$ cat src/eeprom_macros.svh
`ifndef EEPROM_MACROS_SVH
`define EEPROM_MACROS_SVH

`define EE_ADDR_W 11 // 2 Kbyte part
`define EE_DATA_W 8
`define EE_DEV_CODE 4'b1010 // 24Cxx device type

// clk cycles per scl half period
`define SCL_HALF_DEFAULT 4

`define APB_ADDR_W 8
`define APB_DATA_W 32

`define REG_ADDR_OFS 8'h00
`define REG_WDATA_OFS 8'h04
`define REG_CMD_OFS 8'h08
`define REG_STATUS_OFS 8'h0C
`define REG_RDATA_OFS 8'h10

`endif

$ cat src/i2c_pkg.sv
package i2c_pkg;

    // transaction states, one value each
    typedef enum logic [3:0] {
        ST_IDLE,
        ST_START,
        ST_CTRL,     // control byte, r/w low
        ST_ADDR,     // word address
        ST_DATA_WR,
        ST_RESTART,  // repeated start before the read
        ST_CTRL_RD,  // control byte, r/w high
        ST_DATA_RD,
        ST_MNACK,    // master nack after the read byte
        ST_STOP,
        ST_DONE
    } ctrl_state_e;

    // where we are inside one scl period
    typedef enum logic [1:0] {
        PH_LOW,
        PH_RISE,  // last cycle of the low half
        PH_HIGH,
        PH_FALL   // last cycle of the high half
    } bit_phase_e;

endpackage

$ cat src/apb_regs_pkg.sv
package apb_regs_pkg;

    // decoded register select
    typedef enum logic [2:0] {
        SEL_ADDR,
        SEL_WDATA,
        SEL_CMD,
        SEL_STATUS,
        SEL_RDATA,
        SEL_NONE
    } reg_sel_e;

    // command register bit 0
    typedef enum logic {
        CMD_WRITE = 1'b0,
        CMD_READ  = 1'b1
    } cmd_op_e;

endpackage

$ cat src/apb_regs.sv
`timescale 1ns/1ps
`include "eeprom_macros.svh"

module apb_regs (
    input  logic                    CLK,
    input  logic                    RESET,
    input  logic                    psel,
    input  logic                    penable,
    input  logic                    pwrite,
    input  logic [`APB_ADDR_W-1:0]  paddr,
    input  logic [`APB_DATA_W-1:0]  pwdata,
    input  logic                    busy,
    input  logic                    finish,
    input  logic                    nack,
    input  logic                    rdata_load,
    input  logic [`EE_DATA_W-1:0]   rx_byte,
    output logic [`APB_DATA_W-1:0]  prdata,
    output logic                    pslverr,
    output logic                    start,
    output apb_regs_pkg::cmd_op_e   op,
    output logic [`EE_ADDR_W-1:0]   ee_addr,
    output logic [`EE_DATA_W-1:0]   wdata
);
    import apb_regs_pkg::*;

    reg_sel_e               sel;
    logic                   wr_en;
    logic                   rd_en;
    logic                   busy_any;
    logic                   cmd_ok;
    logic                   done_q;
    logic                   nack_q;
    logic [`EE_DATA_W-1:0]  rdata_q;

    always_comb
    begin
        case (paddr)
            `REG_ADDR_OFS:   sel = SEL_ADDR;
            `REG_WDATA_OFS:  sel = SEL_WDATA;
            `REG_CMD_OFS:    sel = SEL_CMD;
            `REG_STATUS_OFS: sel = SEL_STATUS;
            `REG_RDATA_OFS:  sel = SEL_RDATA;
            default:         sel = SEL_NONE;
        endcase
    end

    assign wr_en    = psel & penable & pwrite;
    assign rd_en    = psel & penable & ~pwrite;
    assign busy_any = busy | start; // start still in flight counts too
    assign cmd_ok   = wr_en && (sel == SEL_CMD) && !busy_any;
    assign pslverr  = wr_en && (sel == SEL_CMD) && busy_any;

    always_ff @(posedge CLK)
    begin
        if (RESET)
        begin
            start  <= 1'b0;
            op     <= CMD_WRITE;
            done_q <= 1'b0;
            nack_q <= 1'b0;
        end
        else
        begin
            start <= cmd_ok;
            if (cmd_ok)
            begin
                op     <= cmd_op_e'(pwdata[0]);
                done_q <= 1'b0;
                nack_q <= 1'b0;
            end
            else if (finish)
            begin
                done_q <= 1'b1;
                nack_q <= nack;
            end
        end
    end

    always_ff @(posedge CLK)
    begin
        if (wr_en && sel == SEL_ADDR)
            ee_addr <= pwdata[`EE_ADDR_W-1:0];
        if (wr_en && sel == SEL_WDATA)
            wdata <= pwdata[`EE_DATA_W-1:0];
        if (rdata_load)
            rdata_q <= rx_byte;
    end

    always_comb
    begin
        prdata = '0;
        if (rd_en)
        begin
            case (sel)
                SEL_ADDR:   prdata[`EE_ADDR_W-1:0] = ee_addr;
                SEL_WDATA:  prdata[`EE_DATA_W-1:0] = wdata;
                SEL_CMD:    prdata[0] = op;
                SEL_STATUS: prdata[2:0] = {nack_q, done_q, busy_any};
                SEL_RDATA:  prdata[`EE_DATA_W-1:0] = rdata_q;
                default:    prdata = '0;
            endcase
        end
    end

endmodule

$ cat src/i2c_ctrl_fsm.sv
`timescale 1ns/1ps
`include "eeprom_macros.svh"

module i2c_ctrl_fsm (
    input  logic                    CLK,
    input  logic                    RESET,
    input  logic                    start,
    input  apb_regs_pkg::cmd_op_e   op,
    input  logic [`EE_ADDR_W-1:0]   ee_addr,
    input  logic [`EE_DATA_W-1:0]   wdata,
    input  logic                    tick_low_mid,
    input  logic                    tick_high_mid,
    input  logic                    byte_end,
    input  logic                    ack_bit,
    output logic                    busy,
    output logic                    finish,
    output logic                    nack,
    output logic                    rdata_load,
    output logic                    scl_run,
    output logic                    load,
    output logic [`EE_DATA_W-1:0]   tx_byte,
    output logic                    shift_tx,
    output logic                    shift_rx,
    output logic                    force_low,
    output logic                    release_sda
);
    import i2c_pkg::*;
    import apb_regs_pkg::*;

    ctrl_state_e            state;
    ctrl_state_e            state_nxt;
    cmd_op_e                op_q;
    logic                   nack_q;
    logic [2:0]             rd_cnt;   // data bits sampled in the read byte
    logic [`EE_ADDR_W-1:0]  addr_q;
    logic [`EE_DATA_W-1:0]  data_q;
    logic                   tx_state;
    logic                   acked_state;
    logic                   is_write;

    // high address bits ride in the control byte
    assign tx_state    = state inside {ST_CTRL, ST_ADDR, ST_DATA_WR, ST_CTRL_RD};
    assign acked_state = tx_state;
    assign is_write    = (op_q == CMD_WRITE);

    always_comb
    begin
        state_nxt = state;
        case (state)
            ST_IDLE:    if (start) state_nxt = ST_START;
            ST_START:   if (tick_high_mid) state_nxt = ST_CTRL;
            ST_CTRL:    if (byte_end) state_nxt = ack_bit ? ST_STOP : ST_ADDR;
            ST_ADDR:
            begin
                if (byte_end)
                begin
                    if (ack_bit)
                        state_nxt = ST_STOP;
                    else
                        state_nxt = is_write ? ST_DATA_WR : ST_RESTART;
                end
            end
            ST_DATA_WR: if (byte_end) state_nxt = ST_STOP;
            ST_RESTART: if (tick_high_mid) state_nxt = ST_CTRL_RD;
            ST_CTRL_RD: if (byte_end) state_nxt = ack_bit ? ST_STOP : ST_DATA_RD;
            ST_DATA_RD: if (tick_high_mid && rd_cnt == 3'd7) state_nxt = ST_MNACK;
            ST_MNACK:   if (byte_end) state_nxt = ST_STOP;
            ST_STOP:    if (tick_high_mid) state_nxt = ST_DONE;
            default:    state_nxt = ST_IDLE; // done lasts one cycle
        endcase
    end

    always_ff @(posedge CLK)
    begin
        if (RESET)
        begin
            state  <= ST_IDLE;
            op_q   <= CMD_WRITE;
            nack_q <= 1'b0;
            rd_cnt <= 3'd0;
        end
        else
        begin
            state <= state_nxt;
            if (state == ST_IDLE && start)
            begin
                op_q   <= op;
                nack_q <= 1'b0;
            end
            else if (acked_state && byte_end && ack_bit)
                nack_q <= 1'b1;
            if (load)
                rd_cnt <= 3'd0;
            else if (state == ST_DATA_RD && tick_high_mid)
                rd_cnt <= rd_cnt + 3'd1;
        end
    end

    always_ff @(posedge CLK)
    begin
        if (state == ST_IDLE && start)
        begin
            addr_q <= ee_addr;
            data_q <= wdata;
        end
    end

    always_comb
    begin
        case (state)
            ST_START:   tx_byte = {`EE_DEV_CODE, addr_q[`EE_ADDR_W-1:8], 1'b0};
            ST_CTRL:    tx_byte = addr_q[7:0];
            ST_ADDR:    tx_byte = data_q;
            ST_RESTART: tx_byte = {`EE_DEV_CODE, addr_q[`EE_ADDR_W-1:8], 1'b1};
            default:    tx_byte = '1; // all released while reading
        endcase
    end

    assign load = ((state == ST_START || state == ST_RESTART) && tick_high_mid)
                | (byte_end && !ack_bit
                   && (state == ST_CTRL || state == ST_CTRL_RD
                       || (state == ST_ADDR && is_write)));

    assign shift_tx    = tx_state && tick_low_mid;
    assign shift_rx    = (tx_state || state == ST_DATA_RD || state == ST_MNACK) && tick_high_mid;
    assign force_low   = ((state == ST_START || state == ST_RESTART) && tick_high_mid)
                       | (state == ST_STOP && tick_low_mid);
    assign release_sda = ((state == ST_RESTART || state == ST_DATA_RD || state == ST_MNACK)
                          && tick_low_mid)
                       | (state == ST_STOP && tick_high_mid); // stop condition

    assign busy       = (state != ST_IDLE) && (state != ST_DONE);
    assign scl_run    = busy;
    assign finish     = (state == ST_DONE);
    assign nack       = nack_q;
    assign rdata_load = (state == ST_MNACK) && byte_end;

endmodule

$ cat src/scl_timer.sv
`timescale 1ns/1ps
`include "eeprom_macros.svh"

module scl_timer #(
    parameter int SCL_HALF = `SCL_HALF_DEFAULT
) (
    input  logic CLK,
    input  logic RESET,
    input  logic scl_run,
    input  logic load,
    output logic scl,
    output logic tick_low_mid,
    output logic tick_high_mid,
    output logic byte_end
);
    import i2c_pkg::*;

    localparam int CNT_W = $clog2(SCL_HALF);
    localparam logic [CNT_W-1:0] LAST = CNT_W'(SCL_HALF - 1);
    localparam logic [CNT_W-1:0] MID  = CNT_W'(SCL_HALF / 2 - 1);

    logic [CNT_W-1:0] cnt;
    logic [3:0]       slot;   // scl periods since last load
    bit_phase_e       phase;

    always_comb
    begin
        if (!scl)
            phase = (cnt == LAST) ? PH_RISE : PH_LOW;
        else
            phase = (cnt == LAST) ? PH_FALL : PH_HIGH;
    end

    always_ff @(posedge CLK)
    begin
        if (RESET || !scl_run)
        begin
            cnt <= '0;
            scl <= 1'b1; // bus idles high
        end
        else if (cnt == LAST)
        begin
            cnt <= '0;
            scl <= ~scl;
        end
        else
            cnt <= cnt + 1'b1;
    end

    always_ff @(posedge CLK)
    begin
        if (RESET || !scl_run || load)
            slot <= 4'd0;
        else if (phase == PH_RISE)
            slot <= slot + 4'd1;
    end

    assign tick_low_mid  = scl_run && phase == PH_LOW && cnt == MID;
    assign tick_high_mid = scl_run && phase == PH_HIGH && cnt == MID;
    assign byte_end      = scl_run && phase == PH_FALL && slot == 4'd9; // ack slot over

endmodule

$ cat src/i2c_shifter.sv
`timescale 1ns/1ps
`include "eeprom_macros.svh"

module i2c_shifter (
    input  logic                   CLK,
    input  logic                   RESET,
    input  logic                   load,
    input  logic [`EE_DATA_W-1:0]  tx_byte,
    input  logic                   shift_tx,
    input  logic                   shift_rx,
    input  logic                   force_low,
    input  logic                   release_sda,
    input  logic                   sda_in,
    output logic                   sda_oe,
    output logic [`EE_DATA_W-1:0]  rx_byte,
    output logic                   ack_bit
);

    logic [`EE_DATA_W-1:0] tx_sr;
    logic [`EE_DATA_W:0]   rx_sr;   // 8 data bits plus the ninth slot

    always_ff @(posedge CLK)
    begin
        if (load)
            tx_sr <= tx_byte;
        else if (shift_tx)
            tx_sr <= {tx_sr[`EE_DATA_W-2:0], 1'b1}; // ones fill, slot nine released
        if (shift_rx)
            rx_sr <= {rx_sr[`EE_DATA_W-1:0], sda_in};
    end

    // open drain, only ever pull low
    always_ff @(posedge CLK)
    begin
        if (RESET)
            sda_oe <= 1'b0;
        else if (force_low)
            sda_oe <= 1'b1;
        else if (release_sda)
            sda_oe <= 1'b0;
        else if (shift_tx)
            sda_oe <= ~tx_sr[`EE_DATA_W-1]; // msb first
    end

    assign rx_byte = rx_sr[`EE_DATA_W:1];
    assign ack_bit = rx_sr[0];   // high means nack

endmodule

$ cat src/eeprom_master_top.sv
`timescale 1ns/1ps
`include "eeprom_macros.svh"

module eeprom_master_top #(
    parameter int SCL_HALF = `SCL_HALF_DEFAULT
) (
    input  logic                    CLK,
    input  logic                    RESET,
    input  logic                    psel,
    input  logic                    penable,
    input  logic                    pwrite,
    input  logic [`APB_ADDR_W-1:0]  paddr,
    input  logic [`APB_DATA_W-1:0]  pwdata,
    output logic [`APB_DATA_W-1:0]  prdata,
    output logic                    pslverr,
    output logic                    scl,
    output logic                    sda_oe,
    input  logic                    sda_in,
    output logic                    xfer_done
);
    import apb_regs_pkg::*;

    cmd_op_e                op;
    logic                   start, busy, finish, nack, rdata_load;
    logic [`EE_ADDR_W-1:0]  ee_addr;
    logic [`EE_DATA_W-1:0]  wdata, rx_byte, tx_byte;
    logic                   scl_run, load, shift_tx, shift_rx, force_low, release_sda;
    logic                   tick_low_mid, tick_high_mid, byte_end, ack_bit;

    apb_regs u_regs (
        .CLK(CLK), .RESET(RESET), .psel(psel), .penable(penable), .pwrite(pwrite),
        .paddr(paddr), .pwdata(pwdata), .busy(busy), .finish(finish), .nack(nack),
        .rdata_load(rdata_load), .rx_byte(rx_byte), .prdata(prdata), .pslverr(pslverr),
        .start(start), .op(op), .ee_addr(ee_addr), .wdata(wdata)
    );

    i2c_ctrl_fsm u_fsm (
        .CLK(CLK), .RESET(RESET), .start(start), .op(op), .ee_addr(ee_addr),
        .wdata(wdata), .tick_low_mid(tick_low_mid), .tick_high_mid(tick_high_mid),
        .byte_end(byte_end), .ack_bit(ack_bit), .busy(busy), .finish(finish),
        .nack(nack), .rdata_load(rdata_load), .scl_run(scl_run), .load(load),
        .tx_byte(tx_byte), .shift_tx(shift_tx), .shift_rx(shift_rx),
        .force_low(force_low), .release_sda(release_sda)
    );

    scl_timer #(.SCL_HALF(SCL_HALF)) u_timer (
        .CLK(CLK), .RESET(RESET), .scl_run(scl_run), .load(load), .scl(scl),
        .tick_low_mid(tick_low_mid), .tick_high_mid(tick_high_mid), .byte_end(byte_end)
    );

    i2c_shifter u_shifter (
        .CLK(CLK), .RESET(RESET), .load(load), .tx_byte(tx_byte), .shift_tx(shift_tx),
        .shift_rx(shift_rx), .force_low(force_low), .release_sda(release_sda),
        .sda_in(sda_in), .sda_oe(sda_oe), .rx_byte(rx_byte), .ack_bit(ack_bit)
    );

    assign xfer_done = finish; // one cycle, busy drops with it

endmodule

$ cat config.mk
export PLATFORM = sky130hd
export DESIGN_NAME = eeprom_master_top
export DESIGN_NICKNAME = d
export VERILOG_FILES = /design/src/i2c_pkg.sv /design/src/apb_regs_pkg.sv /design/src/apb_regs.sv /design/src/i2c_ctrl_fsm.sv /design/src/scl_timer.sv /design/src/i2c_shifter.sv /design/src/eeprom_master_top.sv
export VERILOG_INCLUDE_DIRS = /design/src
export SDC_FILE = /design/constraint.sdc
export NUM_CORES = 1
export LEC_CHECK = 0
export BUFFER_PORTS_ARGS = -buffer_cell sky130_fd_sc_hd__buf_2
export CAP_MARGIN = 20
export CORE_MARGIN = 8
export CORE_UTILIZATION = 35
export DETAILED_ROUTE_END_ITERATION = 16
export PLACE_DENSITY = 0.55
export SETUP_SLACK_MARGIN = 0.15
export SYNTH_ARGS = -nofsm -noshare
export SYNTH_HDL_FRONTEND = slang
export SYNTH_HIERARCHICAL = 1
export SYNTH_SLANG_ARGS = --single-unit
$ cat constraint.sdc
create_clock -name CLK -period 8.2 [get_ports CLK]
set_input_delay 1.23 -clock CLK [delete_from_list [all_inputs] [get_ports CLK]]
set_output_delay 1.23 -clock CLK [all_outputs]
set_load 0.005 [all_outputs]
==> impl_metrics.json <==
{
  "min_to": "u_regs/rdata_q[7]",
  "dpl.hpwl_um": 6000,
  "yosysMostFrequentCell": "edfxtp_1",
  "ys_seq_elements": 84,
  "outcome": "finished, final reports clean",
  "clock_latency_ns": 0.34,
  "areaGrowthSynthToFinish_pct": 13.3,
  "synth_top_area_frac": 0.461,
  "clk_pin_slew_ns": 0.06,
  "register_area_um2": 2310,
  "slew_viol_final": 0,
  "rr_startpoint": "u_fsm/state[1]",
  "final.min_clock_period_ns": 4.19,
  "end_kind": "primary output",
  "regToRegSetupSlack_ns": 4.75,
  "drtPass1Iterations": 4,
  "synth_commonest_cells": "edfxtp_1 (63), nor2_1 (27), buf_4 (23)",
  "wl_um": 8270,
  "worst_slew_pin_slew_ns": 0.936,
  "synth_top_family_by_area": "simple AND/OR/NAND/NOR gates",
  "avgSynthCellArea_um2": 12.1,
  "die_h_um": 124,
  "post-cts-setup-buffers": 0,
  "final_util": 0.407,
  "hp-start": "u_shifter/rx_sr[8]",
  "fmax_ghz": 0.239,
  "required_ns": 6.97,
  "grt_max_degree": 25,
  "cts_tree": "yes",
  "synth-simple-area-share": 0.169,
  "syn_area_um2": 4100,
  "routed-via-count": 2603,
  "dieArea_um2": 15400,
  "viasPerCell": 5.00,
  "clk_path_buf_depth": 2,
  "relSlewSlack": 0.370,
  "cts_root_buf": "clkbuf_16",
  "finalNetCount": 426,
  "wl_per_cell_um": 15.9,
  "place_congestion": 0.747,
  "synth-seq-area-share": 0.564,
  "synth_compound_area_frac": 0.0869,
  "hold_depth": 0,
  "port_buffers": 39,
  "dp.cells": 504,
  "num_io_pins": 82,
  "ir_drop_uv": 127,
  "async_flop_share": 0,
  "ys_warn_count": 6,
  "rsz0062_at_grt": "false",
  "finalHoldViolCount": 0,
  "rr_worst_depth": 8,
  "crit_type": "input port to primary output",
  "drc_errors": 0,
  "grt_pass1_wl_um": 13800,
  "cp_max_fo": 4,
  "layout-drive-gt1-share": 0.220,
  "instances_no_fill": 521,
  "synth_cell_type_count": 59,
  "cts_sinks": 84,
  "antenna_found_initial": 0,
  "hp-class": "flip-flop to flip-flop",
  "yosysTopAreaCell": "edfxtp_1",
  "grt_usage": 0.109,
  "crit_arrival_ns": 2.96,
  "yosys-mux-area-fraction": 0.0778,
  "p_leak_uw": 0.00169,
  "grt_pass1_vias": 2703,
  "synthTopCellsByArea": "edfxtp_1 (46%), dfxtp_1 (10%), buf_4 (4.2%)",
  "synth_edf_count": 63,
  "overflow": 0,
  "num_rows": 39,
  "synth_xor_area_frac": 0.0107,
  "synth_fa_ha_area_frac": 0.0214,
  "ctsHoldBuffers": 0,
  "fill_cells": 1065,
  "htreeDepth": 3,
  "fin_crit_sh": 0.511,
  "p_per_area_nw_per_um2": 231,
  "core_area_um2": 11400,
  "first_iter_violations": 131,
  "diodes": 0,
  "timing.setup.tns_ns": 0,
  "finalSetupViolCount": 0,
  "post_cts_resized": 0,
  "synth_top_flop_cell": "edfxtp_1",
  "syn_inst": 338,
  "die_x_um": 124,
  "r2r_end": "u_shifter/tx_sr[4]",
  "multiInputGateArea_um2": 1580,
  "start_util": 0.359,
  "maxCapViolCount": 0,
  "numCtsBuffers": 9,
  "drtAntennaViolNets": 0,
  "clock_skew_ns": 0.00569,
  "start_kind": "input port"
}
==> cell type report <==
cell class                 instances  share of cell area
tap                              143              0.0385
multi-input combinational        227               0.340
clock inverter                     6              0.0207
clock buffer                      10              0.0493
sequential                        84               0.498
timing repair buffer              42              0.0469
inverter                           9             0.00727
==> layout by cell type (no fill, tap or decap), types with 7 or more instances in the layout <==
| master | count |
|---|---|
| mux2_4 | 8 |
| dfxtp_1 | 21 |
| nor2_1 | 27 |
| clkbuf_16 | 9 |
| o21ai_0 | 10 |
| and2_1 | 7 |
| nand2_1 | 12 |
| mux2i_1 | 12 |
| conb_1 | 21 |
| inv_1 | 8 |
| buf_2 | 39 |
| nor3_1 | 14 |
| nand2b_1 | 10 |
| edfxtp_1 | 63 |
| ha_1 | 7 |
==> logic make-up after synthesis <==
logic type      after synthesis
compound gates               50
xor+xnor                      5
fa+ha+maj                     7
buf+inv                      47
flops                        84
mux                          27
other cells                   1
simple gates                117
==> metal layers <==
metal / global-route usage / routed length [um] / share of wire / vias up
met1: 0.131 / 3730 / 0.45 / 1250
met4: 0.0319 / 60 / 0.0073 / 0
li1: - / - / - / 1273
met3: 0.0387 / 514 / 0.062 / 5
met2: 0.180 / 3960 / 0.48 / 75
met5: 0 / 0 / 0 / -
==> flip-flops by register name (all words and copies together), names as in the netlist, 2 cells and up <==
signal and flops:
u_fsm/addr_q 11, u_regs/ee_addr 11, u_shifter/rx_sr 9, u_fsm/data_q 8
u_regs/rdata_q 8, u_regs/wdata 8, u_shifter/tx_sr 8, u_fsm/state 4
u_timer/slot 4, u_fsm/rd_cnt 3, u_timer/cnt 2
==> through the flow <==
step	total power [uW]	hold slack, ns	cell area, um2	worst slack, ns
global placement	641	0.406	4310	4.09
floorplan	617	0.400	4180	4.60
detailed placement	644	0.405	4310	4.04
global route	1120	0.435	4650	3.90
finish	1070	0.421	4650	4.01
CTS	1080	0.419	4640	4.04
==> power by group <==
group | internal, uW | switching, uW
combinational | 64.0 | 91.3
sequential | 464 | 16.6
clock | 270 | 166
==> worst max-delay path by stage <==
stage,start,end,slack (ns),cells past startpoint
floorplan,paddr[5],prdata[0],4.60,4
global placement,paddr[5],prdata[9],4.09,6
detailed placement,paddr[5],prdata[10],4.04,6
CTS,paddr[5],prdata[10],4.04,6
global route,paddr[5],prdata[10],3.90,6
finish,paddr[5],prdata[10],4.01,6
==> worst max-delay path: stages <==
cell and delay (ns):
buf_2 0.10, nor3_1 0.33, nand3_1 0.24, nor4_1 0.71, and2_1 0.23, buf_2 0.11
Power figures use the tool's default switching activity.
